`config.mk`:
```
export PLATFORM = sky130hd
export DESIGN_NAME = pc_gen
export DESIGN_NICKNAME = d
export VERILOG_FILES = /design/src/source/fetch_pkg.sv /design/src/source/pc_gen.sv
export VERILOG_INCLUDE_DIRS = /design/src /design/src/source
export SDC_FILE = /design/constraint.sdc
export NUM_CORES = 1
export LEC_CHECK = 0
export ABC_AREA = 1
export CAP_MARGIN = 20
export CORE_UTILIZATION = 65
export CTS_BUF_LIST = sky130_fd_sc_hd__clkbuf_8
export DETAILED_ROUTE_END_ITERATION = 8
export DONT_BUFFER_PORTS = 1
export HOLD_SLACK_MARGIN = 0.03
export MAX_ROUTING_LAYER = met4
export PLACE_DENSITY = 0.81
export SYNTH_ARGS = -nofsm -noshare
export SYNTH_HDL_FRONTEND = slang
export SYNTH_SLANG_ARGS = --single-unit
```
`constraint.sdc`:
```
create_clock -name clk -period 4.75 [get_ports clk]
set_input_delay 0.475 -clock clk [delete_from_list [all_inputs] [get_ports clk]]
set_output_delay 0.475 -clock clk [all_outputs]
set_load 0.05 [all_outputs]
```
`src/source/fetch_params.svh`:
```
`ifndef FETCH_PARAMS_SVH
`define FETCH_PARAMS_SVH

// ***************************************************************************
// fetch front end sizing.
// ***************************************************************************

// address width of the core.
`define FETCH_ADDR_W 64

// instruction cache geometry.
`define ICACHE_SETS       64
`define ICACHE_WAYS       4
`define ICACHE_LINE_BYTES 16

// first fetch address out of reset.
`define FETCH_RESET_PC 64'h8000_0000

`endif

```
`src/source/fetch_pkg.sv`:
```
`include "fetch_params.svh"

package fetch_pkg;

	// address split: | tag | index | offset |.
	localparam int OFFSET_W = $clog2(`ICACHE_LINE_BYTES);
	localparam int INDEX_W  = $clog2(`ICACHE_SETS);
	localparam int TAG_W    = `FETCH_ADDR_W - INDEX_W - OFFSET_W;
	localparam int LINE_W   = `ICACHE_LINE_BYTES * 8;

	// byte address.
	typedef logic [`FETCH_ADDR_W-1:0] addr_t;

	typedef logic [31:0] inst_t; // one instruction word.

	// cache line, word 0 sits in the low bits.
	typedef logic [LINE_W-1:0] line_t;

	typedef logic [INDEX_W-1:0] index_t; // addr[9:4].
	typedef logic [TAG_W-1:0]   tag_t;   // addr[63:10].

	// one-hot way select, all zero means no way.
	typedef logic [`ICACHE_WAYS-1:0] way_t;

endpackage

```
`src/source/pc_gen.sv`:
```
`include "fetch_params.svh"

module pc_gen (
	input  logic             clk,
	input  logic             rst,
	input  logic             stall,
	input  logic             redirect,
	input  fetch_pkg::addr_t redirect_pc,
	output fetch_pkg::addr_t pc,
	output logic             pc_valid,
	output logic             accept
);

	// the one place where the pipeline decides to move.
	assign accept = !stall || redirect; // redirect beats stall.

	// ***********************************************************************
	// fetch address register.
	// ***********************************************************************

	always_ff @(posedge clk) begin
		if (rst) begin
			pc       <= `FETCH_RESET_PC;
			pc_valid <= 1'b0;
		end else begin
			pc_valid <= 1'b1; // low for one cycle only.
			if (redirect) begin
				pc <= redirect_pc;
			end else if (accept && pc_valid) begin
				pc <= pc + 'd4; // next word.
			end
		end
	end

endmodule

```
* Word-level counts from Yosys, hierarchy flattened
Cells that the tools add are included.
Widths: inputs -> output; s select.
** Word-level totals
- Memory bits (writable) :: 0
- Output and inout port bits :: 66
- Bits in registers :: 65
- Memories :: 0
- Bits of input ports :: 68
- ROM bits :: 0
- Bits in latches :: 0
- Logic and storage cells :: 10
** Cells by class
- Muxes and demuxes :: 3
- Reduce and logical (&&, ||, !) cells :: 4
- Eq/ne operators :: 0
- Divide/modulo/power cells :: 0
- $mul :: 0
- Bitwise operators :: 0
- Shift operators :: 0
- Magnitude comparators :: 0
- $add $sub $neg :: 1
** Operators by type and width (number)
- $mux 64 :: 2
- $add 64x3->64 const B :: 1
- $reduce_bool 2->1 :: 1
- $logic_and 1x1->1 :: 1
- $logic_not 1->1 :: 1
- $logic_or 1x1->1 :: 1
- $mux 1 :: 1

* Depth between registers and ports, before layout
Gate-level depths: netlist (run 1).
- Word-level depth :: 5
- Gate-level depth with buffers :: 11
- Mapped depth without buffers :: 11

* Least setup slack after synthesis (run 1)
OpenSTA, ideal clock, no wires.
- Path type :: register to register
- Start :: register pc[3]
- End :: register pc[24]
- Buffers on the path :: 0
- Data arrival time :: 1861 ps
- Setup time :: 128 ps
- Clock period less this slack :: 1989 ps
- Cell stages (with the launch flop) :: 9
- Data required time :: 4622 ps
- Setup slack :: 2761 ps
- Cell sequence :: dfxtp_1 ha_1 nand3_1 nor2_1 nand3_1 or2_1 xor2_1 a21oi_1 nor2_1
** Between the ends
- Word-level cells in the longest chain between the ends :: 3
** RTL lines
- from (decl) :: line pc_gen.sv:9 : output fetch_pkg::addr_t pc,
- from (signal assigned) :: line pc_gen.sv:23 : pc <= `FETCH_RESET_PC;
- from (signal assigned) :: line pc_gen.sv:28 : pc <= redirect_pc;
- from (signal assigned) :: line pc_gen.sv:30 : pc <= pc + 'd4;
- $add 64x3->64 :: line pc_gen.sv:30
- $mux 64 :: line pc_gen.sv:29 : end else if (accept && pc_valid) begin
- $mux 64 :: line pc_gen.sv:27 : if (redirect) begin
No other way between the ends. The select of a mux whose other input is x is not followed.
A chain may end at the register's enable or synchronous reset.

* Worst setup path in the final report (run 1)
- Start :: register pc_valid
- End :: register pc[16]
** Between the ends
- Word-level cells in the longest chain between the ends :: 2
** RTL lines
- from (decl) :: line pc_gen.sv:10 : output logic pc_valid,
- from (signal assigned) :: line pc_gen.sv:24 : pc_valid <= 1'b0;
- from (signal assigned) :: line pc_gen.sv:26 : pc_valid <= 1'b1;
- $logic_and 1x1->1 :: line pc_gen.sv:29
- $reduce_bool 2->1 (no line)
No other way between the ends.

==> results of run 1 <==
-- kinds of logic (layout without fill, tap and decap cells) --
family,count (synthesis),in the layout,share of synthesized area
AND/OR/NAND/NOR,477,477,0.440
flip-flops,65,65,0.279
buffers and inverters,129,119,0.106
XOR/XNOR,16,16,0.0301
AO/OA/AOI/OAI,117,117,0.142
adder cells (fa/ha/maj),1,1,0.00269
-- where the power goes --
part	internal, W	switching (W)
Clock	0.000265	0.000218
Combinational	0.0000468	0.0000775
Sequential	0.000578	0.000169
-- cell type report --
| type | instances | area, sq um |
|---|---|---|
| timing repair buffer | 1 | 7.51 |
| sequential | 65 | 1300 |
| multi-input combinational | 611 | 2870 |
| tap | 96 | 120 |
| clock buffer | 11 | 151 |
| inverter | 103 | 387 |
| clock inverter | 4 | 43.8 |
| fill | 632 | 1990 |
-- synth_stat cells --
master | n | share of area
nor3_4 | 1 | 0.0035
o21bai_1 | 2 | 0.0032
a21oi_1 | 36 | 0.039
o211ai_1 | 2 | 0.0032
a31oi_1 | 25 | 0.034
a22oi_1 | 1 | 0.0016
o21ai_1 | 8 | 0.0086
inv_2 | 5 | 0.0040
xnor2_1 | 5 | 0.0094
clkinv_1 | 1 | 0.00081
o311ai_0 | 3 | 0.0056
a22o_1 | 4 | 0.0075
nand2_1 | 251 | 0.20
or2_2 | 2 | 0.0027
clkbuf_1 | 19 | 0.015
nor2_2 | 10 | 0.013
buf_2 | 7 | 0.0075
nor2_1 | 112 | 0.090
nand2_2 | 5 | 0.0067
inv_1 | 97 | 0.078
nor2_4 | 8 | 0.019
dfxtp_1 | 65 | 0.28
nor3_1 | 7 | 0.0075
a32oi_1 | 1 | 0.0019
xor2_1 | 11 | 0.021
o221ai_1 | 1 | 0.0019
nand4_1 | 16 | 0.021
ha_1 | 1 | 0.0027
nand3b_1 | 2 | 0.0032
or2_1 | 1 | 0.0013
o21ai_0 | 34 | 0.037
nand3_1 | 61 | 0.066
nand2_4 | 1 | 0.0024
-- metal layers --
layer | global-route usage | wire length, microns | vias to the layer above
met5 | - | 0 | -
met3 | 0.103 | 1780 | 50
met4 | 0.168 | 482 | 0
li1 | - | - | 2553
met2 | 0.644 | 6590 | 360
met1 | 0.546 | 6250 | 2436
-- registers in the layout (all words and copies together) (netlist names) --
register	count
pc	64
pc_valid	1
-- through the flow --
stage          std cells  worst slack [ps]   util  hold WS (ps)
2_1_floorplan        805              2760      -           603
3_3_place_gp         876              2010  0.682           548
3_5_place_dp         876              1880  0.682           551
4_1_cts              891              1870  0.710           183
5_1_grt              891              1570  0.710           181
6_report             891              1770  0.710           186
-- cell usage in the layout (no fill, tap or decap), types with 2 or more instances in the layout --
cell type and count:
nor2_1 111, clkinv_2 2, o311ai_0 3, nand2_2 5, o211ai_1 2, nand4_1 16, xor2_1 11, xnor2_1 5
nand3b_1 2, o21bai_1 2, inv_1 98, a22o_1 4, o21ai_0 34, nor2_4 8, nand2_1 251, inv_2 5
nor3_1 7, a31oi_1 25, a21oi_1 36, or2_2 2, nor2_2 11, dfxtp_1 65, nand3_1 61, clkbuf_8 11
o21ai_1 8
-- path summary, 6_finish.rpt --
check	start	to	slack (ps)	cells after the start
setup / recovery	pc_valid$_DFF_P_	pc[16]$_SDFFE_PP0N_	1770	6
hold / removal	rst	pc[2]$_SDFFE_PP0N_	190	1
setup reg to reg	pc_valid$_DFF_P_	pc[16]$_SDFFE_PP0N_	1770	6
hold reg to reg	pc[63]$_SDFFE_PP0N_	pc[63]$_SDFFE_PP0N_	750	2
-- critical path, delay by kind of cell, from the launching register on --
| family | cells | cell delay [ps] |
|---|---|---|
| simple gates | 2 | 1060 |
| compound gates | 2 | 380 |
| buf+inv | 2 | 800 |
| flops | 1 | 640 |
==> run summary, run 1 <==
Status = completed
Antenna viol nets, final = 0
Core ar. = 6870 sq um
Initial antenna violation count = 0
Num rows = 30
Mapped Nets = 874
Number of global-route vias before repair = 4,832
Power density over cell area = 278 nW/um^2
Gp weighted congestion = 0.964
Chip width = 86.7 microns
CP max-delay cell = inv_2
Unrepaired setup endpoints after global routing = false
Worst-case clock buffer depth = 2
Worst Max-Slew Pin Slew = 807 ps
Rel. slew slack = 0.460
Fin crit period = 2980 ps
Final Cycle Share = 0.627
Average wire per cell in the routed design = 16.9 microns
Initial Util = 0.678
Nets = 860
Syn. warnings = 0
Syn Inst Count = 805
Max VDD drop = 190 uV
Die area = 7510 sq um
I/O Buffers = 0
Initial DRC Count = 510
Clock latency on the worst-skew pair = 350 ps
CTS Root Cell = clkbuf_8
Area Overhead vs Synth = 4.70%
Largest net degree at the start of global routing = 63
F_max = 336 MHz
Vias = 5,399
Worst-path clk slew = 70 ps
Clock tree sinks = 65
Endpoints failing setup = 0
Cell Area, Synth = 4660 sq um
Unique masters post-synth = 33
Die Height = 86.7 microns
ANT cells = 0
Setup TNS Final = 0 ps
Setup CP Type = reg2reg
Via density = 6.06
Crit path largest cell delay = 720 ps
Hold Crit Class = in2reg
Setup Skew = 7.25 ps
First-pass GRT wire length = 23.7 mm
Avg Synthesized Cell Area = 5.79 sq um
Worst Path Required = 5020 ps
Total track usage = 0.425
Number of gates resized after cts = 0
Worst Path Arrival = 3250 ps
DR DRC count = 0
Startpoint types = flip-flop
# Max-Cap Violations = 0
Worst setup EP type = flip-flop
Crit Path Max Fanout = 42
Final hold vios = 0
#FFs+latches synth = 65
CTS H-tree depth = 3
Total grt overflow = 0
WL final = 15.1 mm
Hold_buf cts = 0
I/O pin cnt = 134
CTS tree = yes
Post-synthesis sequential area ratio = 0.279
Leak = 1.91 nW
Placed Area = 4680 sq um
Post-CTS Setup Inserts = 0
Pre-Repair DR Iteration Count = 6
Cell Chain, Critical Path = inv_1, nor2_1, nand2_1, inv_2, a32oi_1, a21oi_1
Layout cells sized above 1 = 0.0604
Slew Limit Fails = 0
Overall Power = 0.00135 W
CTS Buf Count = 9
DP Wirelength = 11.1 mm
Post-layout instance area = 4880 sq um
Power figures use the tool's default switching activity.
==> inputs of run 2 (changes only) <==
CORE_UTILIZATION = 60   (was 65)
PLACE_DENSITY = 0.79   (was 0.81)
clock period = 2.5 ns   (was 4.75 ns; I/O delays follow)
==> run summary, run 2 (synthesized netlist as in run 1, its figures left out) <==
Power density over cell area = 503 nW/um^2
Reg2reg path depth = 11
Largest regs = pc: 64 flops, pc_valid: 1 flops
Core ar. = 7370 sq um
F_max = 460 MHz
Slew Limit Fails = 0
Worst Max-Slew Pin Slew = 817 ps
CTS H-tree depth = 3
Post-layout instance area = 5410 sq um
Setup TNS Final = 0 ps
Hold Crit Class = in2reg
Final Core Density = 0.733
Gp weighted congestion = 1.01
Clock Power Share = 0.349
Most frequent cells in the layout = 251 x nand2_1, 111 x nor2_1, 97 x inv_1, 66 x buf_4, 65 x dfxtp_1
I/O pin cnt = 134
WL final = 16.2 mm
First-pass GRT wire length = 25.9 mm
Status = completed
Vias = 5,644
Endpoints failing setup = 0
Crit Path Max Fanout = 4
Setup CP Type = reg2reg
Post-CTS Setup Inserts = 0
Antenna viol nets, final = 0
Area Overhead vs Synth = 16.0%
Initial Util = 0.632
Die area = 8120 sq um
Total track usage = 0.414
Setup Skew = 6.05 ps
Max reg flops = 64
Part of the power in registers = 0.433
Die Height = 90.1 microns
Reg with most FFs = pc
Via density = 5.88
Most common cell after layout, fill and taps aside = nand2_1
Leak = 2.25 nW
Psw = 0.000945 W
Worst Path Required = 2790 ps
Net switching fraction of the power = 0.347
Nets = 926
Worst setup EP type = flip-flop
Number of global-route vias before repair = 5,200
Largest net degree at the start of global routing = 63
ANT cells = 0
Placed Area = 5170 sq um
CTS Root Cell = clkbuf_8
I/O Buffers = 0
Worst Path Arrival = 2460 ps
Worst-case clock buffer depth = 2
Pre-Repair DR Iteration Count = 7
CTS tree = yes
Worst hold margin = 41.0 ps
CTS Buf Count = 9
Unrepaired setup endpoints after global routing = false
Overall Power = 0.00272 W
Worst Hold Path Cells = 2
Final hold vios = 0
Max VDD drop = 465 uV
DP Wirelength = 12.1 mm
Initial antenna violation count = 0
DR DRC count = 0
Average wire per cell in the routed design = 16.9 microns
Initial DRC Count = 462
Cell internal pwr = 0.00178 W
Clock latency on the worst-skew pair = 350 ps
Worst-path clk slew = 80 ps
Final Cycle Share = 0.870
Fillers = 654
Startpoint types = flip-flop
Chip width = 90.1 microns
Total grt overflow = 0
Rel. slew slack = 0.455
Fin crit period = 2180 ps
Layout cells sized above 1 = 0.134
Logic pwr share = 0.218
Clock tree sinks = 65
# Max-Cap Violations = 0
Num rows = 31
==> run 2: changes by cell type in the layout (fill, tap and decap cells not counted) <==
cell        previous run  this run
buf_16                 0         1
clkinvlp_4             0         3
clkinv_2               2         0
buf_4                  1        66
inv_1                 98        97
==> run 2: power by group through the flow <==
stage	Clock, W	Sequential [W]	Combinational, W
floorplan	0	0.00141	0.000214
global placement	0	0.00120	0.000558
detailed placement	0	0.00120	0.000567
CTS	0.000945	0.00118	0.000589
global route	0.000995	0.00119	0.000632
finish	0.000948	0.00118	0.000593
==> run 2: layout make-up <==
class | count | area [sq um] | area share
timing repair buffer | 67 | 523 | 0.0968
clock inverter | 4 | 52.6 | 0.00972
sequential | 65 | 1300 | 0.241
clock buffer | 11 | 151 | 0.0280
tap | 99 | 124 | 0.0229
inverter | 103 | 387 | 0.0715
multi-input combinational | 611 | 2870 | 0.530
==> run 2: final timing paths <==
| kind | start | to | slack, ps |
|---|---|---|---|
| max reg2reg | pc[31]$_SDFFE_PP1N_ | pc[60]$_SDFFE_PP0N_ | 320 |
| min | redirect_pc[1] | pc[1]$_SDFFE_PP0P_ | 40 |
| min reg2reg | pc[32]$_SDFFE_PP0N_ | pc[32]$_SDFFE_PP0N_ | 600 |
| max | pc[31]$_SDFFE_PP1N_ | pc[60]$_SDFFE_PP0N_ | 320 |
==> run 2: per-stage QoR <==
| stage | cells | worst slack, ps |
|---|---|---|
| after global placement | 944 | 379 |
| after floorplan | 805 | 511 |
| final | 960 | 324 |
| after CTS | 960 | 411 |
| after detailed placement | 944 | 417 |
| after global routing | 960 | 122 |
==> run 2: timing repair <==
item / 4_1_cts / 5_1_grt
hold endpoints to repair: 52 / 0
hold buffers: 1 / 0
gates resized for setup: 0 / 0
==> run 2: critical path, stage by stage, from the launching register on <==
cell	delay (ps)
dfxtp_1	340
buf_4	220
nand2_1	150
nor2_1	240
nand2_1	100
nor2_1	390
inv_1	80
nor2_1	230
nand2_1	80
nand2_1	60
nand3_1	60
a21oi_1	150
==> run 2: metal layers <==
metal / up-vias / global-route usage / share of wire
met2: 364 / 0.636 / 0.44
met1: 2551 / 0.528 / 0.40
met5: - / - / 0
li1: 2684 / - / -
met3: 45 / 0.101 / 0.13
met4: 0 / 0.149 / 0.033
